**src/source/scalerGeometryPkg.sv**
```systemverilog
/*
 * Scaler geometry definitions
 * Widths and types for upstream and downstream row numbers, column numbers,
 * the shrink factor in 1/64 units and the blend fraction. Also holds the row
 * job that the row mapper hands to the line cache, and the fetch address.
 */
package scalerGeometryPkg;

    // Fractional bits of an upstream coordinate
    localparam int fractionBits = 6;

    localparam int rowIndexBits = 11;
    localparam int columnIndexBits = 11;

    typedef logic [rowIndexBits-1:0] rowIndexT;
    typedef logic [columnIndexBits-1:0] columnIndexT;

    // Shrink factor where 64 means 1.0
    typedef logic [fractionBits:0] scaleT;

    typedef logic [fractionBits-1:0] fractionT;

    // Upstream rows and blend fraction for one downstream row
    typedef struct packed {
        rowIndexT upperRow;
        rowIndexT lowerRow;
        fractionT fraction;
    } rowJobT;

    // Address of one upstream pixel on the fetch handshake
    typedef struct packed {
        rowIndexT row;
        columnIndexT column;
    } fetchAddrT;

endpackage

```
**src/source/pixelPkg.sv**
```systemverilog
/*
 * Pixel definitions
 * RGB 5-6-5 pixel types, the blend job passed from the line cache to the
 * blender, and the output beat sent to the downstream client.
 */
package pixelPkg;

    typedef logic [4:0] redT;
    typedef logic [5:0] greenT;
    typedef logic [4:0] blueT;

    // Red in the top bits, blue in the bottom bits
    typedef struct packed {
        redT red;
        greenT green;
        blueT blue;
    } rgbPixelT;

    // Both source pixels of one column and the blend fraction
    typedef struct packed {
        rgbPixelT upperPixel;
        rgbPixelT lowerPixel;
        scalerGeometryPkg::fractionT fraction;
    } blendJobT;

    // One blended pixel tagged with its column
    typedef struct packed {
        scalerGeometryPkg::columnIndexT column;
        rgbPixelT pixel;
    } outBeatT;

endpackage

```
**src/source/rowMapper.sv**
```systemverilog
/*
 * Row mapper
 * Accepts a downstream row over the request handshake and maps it to the
 * upper and lower upstream rows and the blend fraction. The job is held
 * until the line cache takes it.
 */
`timescale 1ns/10ps

module rowMapper (
    input  logic scalerClock,
    input  logic reset,
    input  scalerGeometryPkg::scaleT shrinkFactor,
    input  logic rowReq,
    input  scalerGeometryPkg::rowIndexT requestRow,
    output logic rowAck,
    output logic jobValid,
    output scalerGeometryPkg::rowJobT rowJob,
    input  logic jobTaken
);
    import scalerGeometryPkg::*;

    localparam int coordinateBits = rowIndexBits + fractionBits;

    typedef logic [coordinateBits-1:0] coordinateT;

    typedef enum logic [1:0] {
        mapIdle,
        mapMultiply,
        mapSplit,
        mapRelease
    } mapStateT;

    mapStateT state;
    coordinateT scaledRow;
    coordinateT halfStep;
    coordinateT centreShift;
    coordinateT coordinate;
    rowIndexT upperRow;
    fractionT fraction;

    // Sample at the centre of the downstream row, shifted back by half a row when shrinking
    assign scaledRow = coordinateT'(requestRow) * coordinateT'(shrinkFactor);
    assign halfStep = coordinateT'(shrinkFactor >> 1);
    assign centreShift = shrinkFactor[fractionBits] ? coordinateT'(1 << (fractionBits - 1)) : '0;

    assign upperRow = coordinate[coordinateBits-1:fractionBits];
    assign fraction = coordinate[fractionBits-1:0];

    always_ff @(posedge scalerClock or posedge reset) begin
        if (reset) begin
            state <= mapIdle;
            rowAck <= 1'b0;
            jobValid <= 1'b0;
        end else begin
            if (jobTaken) begin
                jobValid <= 1'b0;
            end
            case (state)
                mapIdle: begin
                    // A new request waits until the previous job has left the slot
                    if (rowReq && !jobValid) begin
                        state <= mapMultiply;
                    end
                end
                mapMultiply: begin
                    state <= mapSplit;
                end
                mapSplit: begin
                    jobValid <= 1'b1;
                    rowAck <= 1'b1;
                    state <= mapRelease;
                end
                mapRelease: begin
                    if (!rowReq) begin
                        rowAck <= 1'b0;
                        state <= mapIdle;
                    end
                end
                default: begin
                    state <= mapIdle;
                end
            endcase
        end
    end

    always_ff @(posedge scalerClock) begin
        if (state == mapMultiply) begin
            coordinate <= scaledRow + halfStep - centreShift;
        end
        if (state == mapSplit) begin
            rowJob.upperRow <= upperRow;
            rowJob.lowerRow <= (fraction != '0) ? upperRow + 1'b1 : upperRow;
            rowJob.fraction <= fraction;
        end
    end

    requestRowStable: assert property (
        @(posedge scalerClock) disable iff (reset)
        rowReq && $past(rowReq) |-> $stable(requestRow)
    ) else $error("requestRow changed while rowReq was high");

endmodule

```
**src/source/lineCache.sv**
```systemverilog
/*
 * Line cache
 * Two line buffers, each tagged with the upstream row it holds. For every
 * row job the missing rows are fetched one pixel per fetch handshake, then
 * both buffers are read column by column to issue blend jobs. A buffer that
 * still holds a needed row is kept, otherwise the older one is replaced.
 */
`timescale 1ns/10ps

module lineCache #(
    parameter int lineColumns = 16
) (
    input  logic scalerClock,
    input  logic reset,
    input  logic jobValid,
    input  scalerGeometryPkg::rowJobT rowJob,
    output logic jobTaken,
    output logic fetchReq,
    output scalerGeometryPkg::fetchAddrT fetchAddr,
    input  logic fetchAck,
    input  pixelPkg::rgbPixelT fetchPixel,
    input  logic advance,
    output logic blendValid,
    output pixelPkg::blendJobT blendJob
);
    import scalerGeometryPkg::*;
    import pixelPkg::*;

    localparam int columnBits = $clog2(lineColumns);
    localparam logic [columnBits-1:0] lastColumn = columnBits'(lineColumns - 1);

    typedef enum logic [1:0] {
        cacheIdle,
        cacheFetch,
        cacheWaitAck,
        cacheReadout
    } cacheStateT;

    cacheStateT state;
    rowJobT currentJob;

    rgbPixelT lineBuffer [2][lineColumns];
    rowIndexT bufferRow [2];
    logic [1:0] bufferValid;
    logic olderBuffer;

    logic fillBuffer;
    rowIndexT fillRow;
    logic [columnBits-1:0] fetchColumn;
    logic [columnBits-1:0] readColumn;

    logic [1:0] holdsUpper;
    logic [1:0] holdsLower;
    logic upperHeld;
    logic lowerHeld;
    logic victimBuffer;
    logic upperBuffer;
    logic lowerBuffer;
    logic captureStrobe;

    always_comb begin
        for (int i = 0; i < 2; i++) begin
            holdsUpper[i] = bufferValid[i] && (bufferRow[i] == currentJob.upperRow);
            holdsLower[i] = bufferValid[i] && (bufferRow[i] == currentJob.lowerRow);
        end
    end

    assign upperHeld = |holdsUpper;
    assign lowerHeld = |holdsLower;

    // The older buffer is replaced unless it holds a row this job still needs
    assign victimBuffer = (holdsUpper[olderBuffer] || holdsLower[olderBuffer]) ?
                          !olderBuffer : olderBuffer;

    // Buffer 1 wins only when it holds the row, so both point at one buffer for fraction zero
    assign upperBuffer = holdsUpper[1];
    assign lowerBuffer = holdsLower[1];

    assign jobTaken = (state == cacheIdle) && jobValid;
    assign captureStrobe = (state == cacheWaitAck) && fetchReq && fetchAck;

    assign fetchAddr.row = fillRow;
    assign fetchAddr.column = columnIndexT'(fetchColumn);

    always_ff @(posedge scalerClock or posedge reset) begin
        if (reset) begin
            state <= cacheIdle;
            fetchReq <= 1'b0;
            bufferValid <= '0;
            bufferRow[0] <= '0;
            bufferRow[1] <= '0;
            olderBuffer <= 1'b0;
            fetchColumn <= '0;
            readColumn <= '0;
        end else begin
            case (state)
                cacheIdle: begin
                    if (jobValid) begin
                        state <= cacheFetch;
                    end
                end
                cacheFetch: begin
                    if (upperHeld && lowerHeld) begin
                        readColumn <= '0;
                        state <= cacheReadout;
                    end else begin
                        // The victim's old contents are lost from the first write on
                        bufferValid[victimBuffer] <= 1'b0;
                        fetchColumn <= '0;
                        fetchReq <= 1'b1;
                        state <= cacheWaitAck;
                    end
                end
                cacheWaitAck: begin
                    if (fetchReq && fetchAck) begin
                        fetchReq <= 1'b0;
                    end else if (!fetchReq && !fetchAck) begin
                        if (fetchColumn == lastColumn) begin
                            bufferRow[fillBuffer] <= fillRow;
                            bufferValid[fillBuffer] <= 1'b1;
                            olderBuffer <= !fillBuffer;
                            state <= cacheFetch;
                        end else begin
                            fetchColumn <= fetchColumn + 1'b1;
                            fetchReq <= 1'b1;
                        end
                    end
                end
                cacheReadout: begin
                    if (advance) begin
                        readColumn <= readColumn + 1'b1;
                        if (readColumn == lastColumn) begin
                            state <= cacheIdle;
                        end
                    end
                end
                default: begin
                    state <= cacheIdle;
                end
            endcase
        end
    end

    always_ff @(posedge scalerClock) begin
        if (jobTaken) begin
            currentJob <= rowJob;
        end
        if (state == cacheFetch) begin
            fillBuffer <= victimBuffer;
            fillRow <= upperHeld ? currentJob.lowerRow : currentJob.upperRow;
        end
    end

    always_ff @(posedge scalerClock) begin
        if (captureStrobe) begin
            lineBuffer[fillBuffer][fetchColumn] <= fetchPixel;
        end
    end

    // Read-out stage of the blend pipeline that freezes while the output is stalled
    always_ff @(posedge scalerClock or posedge reset) begin
        if (reset) begin
            blendValid <= 1'b0;
        end else if (advance) begin
            blendValid <= (state == cacheReadout);
        end
    end

    always_ff @(posedge scalerClock) begin
        if (advance && (state == cacheReadout)) begin
            blendJob.upperPixel <= lineBuffer[upperBuffer][readColumn];
            blendJob.lowerPixel <= lineBuffer[lowerBuffer][readColumn];
            blendJob.fraction <= currentJob.fraction;
        end
    end

    fetchAddrStable: assert property (
        @(posedge scalerClock) disable iff (reset)
        fetchReq && $past(fetchReq) |-> $stable(fetchAddr)
    ) else $error("fetchAddr changed while fetchReq was high");

endmodule

```
**src/source/pixelBlender.sv**
```systemverilog
/*
 * Pixel blender
 * Three-stage pipeline that weights the upper and lower pixels by their
 * coefficients, sums each color component and tags the result with its
 * column. The last stage drives the output handshake.
 */
`timescale 1ns/10ps

module pixelBlender #(
    parameter int lineColumns = 16
) (
    input  logic scalerClock,
    input  logic reset,
    input  logic blendValid,
    input  pixelPkg::blendJobT blendJob,
    output logic advance,
    output logic outReq,
    output pixelPkg::outBeatT outBeat,
    input  logic outAck
);
    import scalerGeometryPkg::*;
    import pixelPkg::*;

    localparam int columnBits = $clog2(lineColumns);
    localparam logic [columnBits-1:0] lastColumn = columnBits'(lineColumns - 1);
    localparam int weightBits = $bits(greenT) + $bits(scaleT);

    typedef logic [weightBits-1:0] weightT;

    typedef struct packed {
        weightT red;
        weightT green;
        weightT blue;
    } weightSetT;

    logic coeffValid;
    logic weightValid;
    logic beatValid;
    rgbPixelT coeffUpper;
    rgbPixelT coeffLower;
    scaleT upperCoeff;
    scaleT lowerCoeff;
    weightSetT upperWeight;
    weightSetT lowerWeight;
    weightT sumRed;
    weightT sumGreen;
    weightT sumBlue;
    rgbPixelT blended;
    logic [columnBits-1:0] column;

    // The output register is free or is being handed off this cycle
    assign advance = !beatValid || (outReq && outAck);

    always_ff @(posedge scalerClock) begin
        if (advance) begin
            coeffUpper <= blendJob.upperPixel;
            coeffLower <= blendJob.lowerPixel;
            if (blendJob.fraction == '0) begin
                // Full weight on the upper row
                upperCoeff <= {1'b1, {fractionBits{1'b0}}};
                lowerCoeff <= '0;
            end else begin
                upperCoeff <= {1'b0, ~blendJob.fraction};
                lowerCoeff <= {1'b0, blendJob.fraction};
            end

            upperWeight.red <= weightT'(coeffUpper.red) * weightT'(upperCoeff);
            upperWeight.green <= weightT'(coeffUpper.green) * weightT'(upperCoeff);
            upperWeight.blue <= weightT'(coeffUpper.blue) * weightT'(upperCoeff);
            lowerWeight.red <= weightT'(coeffLower.red) * weightT'(lowerCoeff);
            lowerWeight.green <= weightT'(coeffLower.green) * weightT'(lowerCoeff);
            lowerWeight.blue <= weightT'(coeffLower.blue) * weightT'(lowerCoeff);

            if (weightValid) begin
                outBeat.pixel <= blended;
                outBeat.column <= columnIndexT'(column);
            end
        end
    end

    // Coefficients never sum past 64, so each component fits after the shift
    assign sumRed = upperWeight.red + lowerWeight.red;
    assign sumGreen = upperWeight.green + lowerWeight.green;
    assign sumBlue = upperWeight.blue + lowerWeight.blue;
    assign blended.red = redT'(sumRed >> fractionBits);
    assign blended.green = greenT'(sumGreen >> fractionBits);
    assign blended.blue = blueT'(sumBlue >> fractionBits);

    always_ff @(posedge scalerClock or posedge reset) begin
        if (reset) begin
            coeffValid <= 1'b0;
            weightValid <= 1'b0;
            beatValid <= 1'b0;
            outReq <= 1'b0;
            column <= '0;
        end else begin
            if (advance) begin
                coeffValid <= blendValid;
                weightValid <= coeffValid;
                beatValid <= weightValid;
                if (weightValid) begin
                    column <= (column == lastColumn) ? '0 : column + 1'b1;
                end
            end
            // Next beat is offered only once the client has released outAck
            if (outReq && outAck) begin
                outReq <= 1'b0;
            end else if (beatValid && !outReq && !outAck) begin
                outReq <= 1'b1;
            end
        end
    end

    outBeatStable: assert property (
        @(posedge scalerClock) disable iff (reset)
        outReq && $past(outReq) |-> $stable(outBeat)
    ) else $error("outBeat changed while outReq was high");

endmodule

```
**src/source/verticalStretch.sv**
```systemverilog
/*
 * Vertical stretch top level
 * Scales frame height by linear interpolation between two upstream rows.
 * Connects the row mapper, the line cache and the pixel blender.
 */
`timescale 1ns/10ps

module verticalStretch #(
    parameter int lineColumns = 16
) (
    input  logic scalerClock,
    input  logic reset,
    input  scalerGeometryPkg::scaleT shrinkFactor,
    input  logic rowReq,
    input  scalerGeometryPkg::rowIndexT requestRow,
    output logic rowAck,
    output logic fetchReq,
    output scalerGeometryPkg::fetchAddrT fetchAddr,
    input  logic fetchAck,
    input  pixelPkg::rgbPixelT fetchPixel,
    output logic outReq,
    output pixelPkg::outBeatT outBeat,
    input  logic outAck
);
    logic jobValid;
    logic jobTaken;
    scalerGeometryPkg::rowJobT rowJob;
    logic blendValid;
    logic advance;
    pixelPkg::blendJobT blendJob;

    rowMapper mapper (
        .scalerClock(scalerClock),
        .reset(reset),
        .shrinkFactor(shrinkFactor),
        .rowReq(rowReq),
        .requestRow(requestRow),
        .rowAck(rowAck),
        .jobValid(jobValid),
        .rowJob(rowJob),
        .jobTaken(jobTaken)
    );

    lineCache #(.lineColumns(lineColumns)) cache (
        .scalerClock(scalerClock),
        .reset(reset),
        .jobValid(jobValid),
        .rowJob(rowJob),
        .jobTaken(jobTaken),
        .fetchReq(fetchReq),
        .fetchAddr(fetchAddr),
        .fetchAck(fetchAck),
        .fetchPixel(fetchPixel),
        .advance(advance),
        .blendValid(blendValid),
        .blendJob(blendJob)
    );

    pixelBlender #(.lineColumns(lineColumns)) blender (
        .scalerClock(scalerClock),
        .reset(reset),
        .blendValid(blendValid),
        .blendJob(blendJob),
        .advance(advance),
        .outReq(outReq),
        .outBeat(outBeat),
        .outAck(outAck)
    );

endmodule

```
**config.mk**
```make
export PLATFORM = sky130hd
export DESIGN_NAME = verticalStretch
export DESIGN_NICKNAME = d
export VERILOG_FILES = /design/src/source/scalerGeometryPkg.sv /design/src/source/pixelPkg.sv /design/src/source/rowMapper.sv /design/src/source/lineCache.sv /design/src/source/pixelBlender.sv /design/src/source/verticalStretch.sv
export SDC_FILE = /design/constraint.sdc
export NUM_CORES = 2
export LEC_CHECK = 0
export BUFFER_PORTS_ARGS = -buffer_cell sky130_fd_sc_hd__buf_2
export CORE_MARGIN = 3
export CORE_UTILIZATION = 45
export DETAILED_ROUTE_END_ITERATION = 12
export GPL_TIMING_DRIVEN = 0
export MAX_ROUTING_LAYER = met4
export PLACE_DENSITY = 0.66
export SETUP_SLACK_MARGIN = 0.15
export SYNTH_ARGS = -nofsm -noshare
export SYNTH_HDL_FRONTEND = slang
export SYNTH_SLANG_ARGS = --single-unit
```
**constraint.sdc**
```tcl
create_clock -name scalerClock -period 14.36 [get_ports scalerClock]
set_input_delay 0 -clock scalerClock [delete_from_list [all_inputs] [get_ports scalerClock]]
set_output_delay 0 -clock scalerClock [all_outputs]
set_load 0.005 [all_outputs]
```
* After elaboration in Yosys (flattened, before gate mapping)
Memories as Yosys holds them, arrays and structs flattened. Index checks and enable logic that the tools add are counted.
Storage, ports and cells: flip-flop bits (word level) 306, logic and storage cells 225, memories kept 1, input port bits 39, output and inout bits 52, bits in writable memories 512
Cells by class: muxes and demuxes 62, reductions and logical operators 49, equality and inequality tests 26, bitwise logic cells 8, $mul 7, magnitude comparators 10, add/sub/neg operators 9
Memory list:
- cache.lineBuffer | words 2, width 256, rd ports 2, clocked after Yosys merged registers in 0, wr ports 1, RTL line lineCache.sv:42 | rgbPixelT lineBuffer [2][lineColumns];
Operators by type and width (number):
- $mux W256 | 1
- $bmux W16 S4 | 2
- $mux W16 | 5
- $demux W16 S4 | 1
- $eq A11 B11 Y1 | 4
- $mul A5 B7 Y11 | 4
- $mux W11 | 3
- $mux W4 | 7
- $mul A6 B7 Y12 | 2
- $mux W2 | 12
- $add A11 B11 Y11 | 2
- $bwmux W22 | 1
- $logic_and A1 B1 Y1 | 19
- $mux W1 | 18
- $add A17 B6 Y17 | 1
- $mul A11 B7 Y17 | 1
- $sub A17 B17 Y17 | 1
- $pmux W2 S4 | 2
- $pmux W4 S2 | 2
- $ne A2 B2 Y1 const B | 7
- $add A12 B12 Y12 | 1
- $add A4 B1 Y4 const B | 3
- $eq A4 B4 Y1 const B | 3
- $add A11 B1 Y11 const B | 1
- 35 further kinds | 68

* Longest topological paths before layout
word-level depth 14, depth in mapped cells 18, gate-level depth less buffers 17

* By module
A second synthesis with hierarchy kept.
Unflattened totals: cell total of the unflattened synthesis 3992, area total of the unflattened synthesis 45411.1 um2
Modules (own cells, without submodules):
- lineCache | cells an instance 2526, area each 29389.4 um2, instances 1, seq. area each 18642.9 um2
- pixelBlender | cells an instance 1011, area each 11350.9 um2, instances 1, seq. area each 4194.0 um2
- rowMapper | cells an instance 455, area each 4670.7 um2, instances 1, seq. area each 1451.4 um2

* Worst setup path after synthesis
OpenSTA, ideal clock, no wires.
path type register to register, start point register blender.outReq, end point register blender.column[0], path buffers 2, slack 9.502 ns, stages on the path, launching flop included 8, clock period less this slack 4.858 ns, setup time 0.125 ns, arrival time 4.733 ns, data required time 14.235 ns, cells stage by stage dfrtp_1 -> nand2_1 -> and2_1 -> clkbuf_1 -> clkinv_1 -> and2_1 -> clkbuf_1 -> mux2_2
On the way: cells in the longest elaborated chain, start to end 3
RTL lines:
- start: declaration | RTL line pixelBlender.sv:17 | output logic outReq,
- start signal: assignment | RTL line pixelBlender.sv:94 | outReq <= 1'b0;
- start signal: assignment | RTL line pixelBlender.sv:107 | outReq <= 1'b0;
- start signal: assignment | RTL line pixelBlender.sv:109 | outReq <= 1'b1;
- $logic_and A1 B1 Y1 | RTL line pixelBlender.sv:52 | assign advance = !beatValid || (outReq && outAck);
- $logic_or A1 B1 Y1 | RTL line pixelBlender.sv:52
- $reduce_and A2 Y1 (no line)
- end signal: assignment | RTL line pixelBlender.sv:102 | column <= (column == lastColumn) ? '0 : column + 1'b1;
- end: declaration | RTL line pixelBlender.sv:49 | logic [columnBits-1:0] column;
No other way between the ends. A chain may end at the register's enable or synchronous reset.

* Final worst setup path
start point input shrinkFactor[1], end point register mapper.coordinate[16], data pin
On the way: cells in the longest elaborated chain, start to end 3
RTL lines:
- start: declaration | RTL line verticalStretch.sv:13 | input scalerGeometryPkg::scaleT shrinkFactor,
- $mul A11 B7 Y17 | RTL line rowMapper.sv:42 | assign scaledRow = coordinateT'(requestRow) * coordinateT'(shrinkFactor);
- $add A17 B6 Y17 (*) | RTL line rowMapper.sv:88 | coordinate <= scaledRow + halfStep - centreShift;
- $sub A17 B17 Y17 (*) | RTL line rowMapper.sv:88
- end signal: assignment | RTL line rowMapper.sv:88
- end: declaration | RTL line rowMapper.sv:37 | coordinateT coordinate;
Mark *: on every way between the ends. The rest lies on a longest branch, timed or not.

==> results by group <==
Worst setup path
  – Worst path arrival time: 5.26 ns
  – Crit path kind: in2reg
  – CP Max Fanout: 10
  – Worst setup SP type: input pin
  – Critical Path Sink Type: flip-flop
  – CP required: 14.74 ns

Clock tree
  – H-tree depth: 3
  – Worst-path clk slew: 0.06 ns
  – Clk Latency, worst-skew pair: 0.68 ns
  – CTS max path bufs: 3
  – Post-CTS Setup Bufs: 0
  – CTS buffer count: 90
  – CTS sink cnt: 817
  – Clock Root Buffer: clkbuf_16
  – Hold_buf cts: 22
  – CTS tree: yes
  – Post-CTS sizing: 0

Synth
  – Yosys warning count: 0
  – Mapped Avg Cell Area: 13.7 sq um
  – #FFs+latches synth: 817
  – Most frequently used flop master after synthesis: edfxtp_1
  – Synth Instances: 3,204
  – Post-synth cell types: 54
  – Post-synthesis instance area: 44,000 sq um
  – EDFF count, synth: 768
  – Asr flop ratio synth: 0.0600
  – Sequential-to-total area share from yosys stat: 0.552

Floorplanning
  – Io pins: 91
  – Initial Util: 0.454
  – Site row count: 114
  – Core area: 96,900 sq um
  – DIE AREA: 101,000 sq um
  – Die W: 319 microns
  – Die Ht: 319 microns

STA
  – Final Hold Viols: 0
  – Sum Neg Setup Slack: 0 ns
  – Final setup margin: 9.48 ns
  – Min Tclk post-route: 4.88 ns
  – Worst clock skew: 0.0299 ns
  – Worst-Margin Slew: 1.25 ns
  – Final Cycle Share: 0.340
  – Top achievable clock speed: 0.205 GHz
  – Final max-slew violation count: 0
  – RSZ-0062 raised after global routing: false
  – Final hold slack: 0.0203 ns
  – Worst slew margin: 0.165
  – Final setup viols: 0

Power
  – Sequential fraction of design power: 0.347
  – P_sw: 3.85 mW
  – Pint: 6.48 mW
  – Highest ir drop seen on vdd: 0.000145 V
  – Combinational power share: 0.432
  – Leak pwr: 18.7 nW
  – Design Power: 10.3 mW
  – Switch share: 0.373
  – Clock network fraction of design power: 0.221
  – Cell Pwr Density: 208 nW/um^2

Final layout
  – Most common cell after layout, fill and taps aside: edfxtp_1
  – Finished Core Util: 0.512
  – Nets@finish: 3,818
  – Share of layout cells above drive strength 1: 0.162
  – Area grow syn2layout: 12.8%
  – Most frequent cells in the layout: edfxtp_1 (768), nand2_1 (450), inv_1 (247)

Drt
  – # DRC: 0
  – Vias: 27,400
  – Routed wire per std cell: 24.0 microns
  – Total Routed Length: 115,000 microns
  – Starting DRC count in detailed routing: 3,096
  – Via-to-Cell Ratio: 5.72
  – DRT Pass-1 Iters: 6
  – Routed Antenna Nets: 0

Hold path
  – Worst hold path class: in2reg

Placed design
  – HPWL Detailed: 83,700 microns
  – Setup slack after placement: 9.28 ns
  – Global placer's final weighted congestion: 0.979
  – Port Buf Inserts: 76

GRT
  – Initial antenna violation count: 1
  – Largest net degree at the start of global routing: 97
  – Global-route wire length before repair: 172,000 microns
  – Vias in the first global route: 27,300
  – GRT Residual Overflow: 0
  – GRT Util Overall: 0.234

Run
  – Max-capacitance violation count: 0

Run status
  – Status: completed
-- routing by layer --
metal | share of wire | vias up | track usage
li1 | - | 12200 | -
met1 | 0.39 | 13700 | 0.303
met2 | 0.47 | 1267 | 0.360
met3 | 0.092 | 259 | 0.0437
met4 | 0.053 | 0 | 0.113
met5 | 0 | - | -
-- state kept, by name (all words and copies together) (netlist names), 7 cells and up --
register             cells
mapper.coordinate       17
blender.coeffUpper      16
blender.outBeat         20
cache.currentJob        28
mapper.rowJob           28
blender.lowerWeight     34
blender.upperCoeff       7
cache.bufferRow         22
cache.blendJob          38
blender.coeffLower      16
blender.upperWeight     34
cache.lineBuffer       512
cache.fillRow           11
-- layout make-up --
cell class,count,area (sq um)
Tap cell,1276,1600
Buffer,162,733
Clock buffer,109,2350
Clock inverter,57,577
Fill cell,8117,47200
Timing Repair Buffer,122,967
Antenna cell,1,2.50
Sequential cell,817,24300
Multi-Input combinational cell,1989,18200
Inverter,249,940
-- cells in the mapped netlist, types with 2 or more instances --
cell | n | share of area
and2_1 | 150 | 0.021
a21oi_1 | 56 | 0.0064
o41ai_1 | 2 | 0.00040
xnor2_1 | 107 | 0.021
o21ai_0 | 42 | 0.0048
a211o_1 | 2 | 0.00040
buf_4 | 20 | 0.0034
a31oi_1 | 3 | 0.00043
mux4_2 | 192 | 0.098
a22o_1 | 4 | 0.00080
nand2b_1 | 6 | 0.00085
o21a_1 | 7 | 0.0012
buf_2 | 15 | 0.0017
or3_1 | 6 | 0.00085
a21o_1 | 15 | 0.0026
fa_1 | 143 | 0.065
inv_1 | 248 | 0.021
a32oi_1 | 32 | 0.0064
a211oi_1 | 3 | 0.00051
nor2b_1 | 7 | 0.0010
nor2_1 | 90 | 0.0077
buf_1 | 10 | 0.00085
dfrtp_1 | 49 | 0.028
xor2_1 | 26 | 0.0052
a2bb2oi_1 | 16 | 0.0032
and3_1 | 6 | 0.00085
o211a_1 | 2 | 0.00046
a31o_2 | 3 | 0.00060
o21bai_1 | 15 | 0.0026
ha_1 | 205 | 0.058
mux2i_1 | 16 | 0.0036
or2_2 | 5 | 0.00071
edfxtp_1 | 768 | 0.52
buf_6 | 4 | 0.0010
clkbuf_1 | 113 | 0.0096
nand3b_1 | 4 | 0.00068
nand2_1 | 450 | 0.038
nor4_1 | 2 | 0.00028
mux2_2 | 53 | 0.014
a22oi_1 | 82 | 0.014
nand4_1 | 22 | 0.0031
nor3_1 | 20 | 0.0023
nand3_1 | 172 | 0.020
-- power groups by stage --
stage,Sequential (mW),Combinational (mW),Clock (mW)
finish,3.58,4.46,2.29
global route,3.63,5.08,2.42
CTS,3.59,4.49,2.32
detailed placement,3.63,4.44,0
global placement,3.65,4.36,0
floorplan,3.53,3.24,0
-- stage by stage --
| step | instances | cell area (sq um) |
|---|---|---|
| 4_1_cts | 4781 | 49600 |
| 3_5_place_dp | 4593 | 46500 |
| 5_1_grt | 4782 | 49600 |
| 6_report | 4782 | 49600 |
| 2_1_floorplan | 3217 | 44000 |
| 3_3_place_gp | 4569 | 46000 |
-- path summary, 6_finish.rpt --
| kind | slack [ns] | endpoint | cells after the start | start |
|---|---|---|---|---|
| worst max-delay path | 9.48 | mapper.coordinate[16] | 19 | shrinkFactor[1] |
| worst min-delay path | 0.02 | mapper.coordinate[16] | 4 | shrinkFactor[6] |
| worst max register to register | 9.95 | blender.lowerWeight[24] | 13 | blender.lowerCoeff[4] |
| worst min register to register | 0.41 | cache.currentJob[24] | 0 | mapper.rowJob[24] |
| max in group asynchronous | 13.33 | cache.readColumn[3] | 5 | reset |
| min in group asynchronous | 0.46 | blender.column[1] | 4 | reset |
-- worst max-delay path: stages --
cell           delay (ns)
dlygate4sd3_1        0.52
buf_2                0.17
clkbuf_1             0.41
nand2_1              0.13
fa_1                 0.51
inv_1                0.05
fa_1                 0.48
fa_1                 0.54
inv_1                0.05
fa_1                 0.47
inv_1                0.06
ha_1                 0.29
a211o_1              0.28
a21oi_1              0.19
o21ai_0              0.23
a211o_1              0.34
a31o_2               0.23
a21oi_1              0.16
xnor2_1              0.13
-- kinds of logic (layout without fill, tap and decap cells) --
family | count (synthesis) | in the layout | synth area share
AOI/OAI and AO/OA | 291 | 291 | 0.0460
other | 1 | 15 | 0.0000853
adders and majority gates | 348 | 348 | 0.123
xor gates and xnor gates | 133 | 133 | 0.0265
buffers and inverters | 411 | 699 | 0.0379
and+or+nand+nor | 942 | 942 | 0.0980
muxes | 261 | 261 | 0.116
DFF | 817 | 817 | 0.552
No activity file was read; power rests on OpenSTA's default activity.
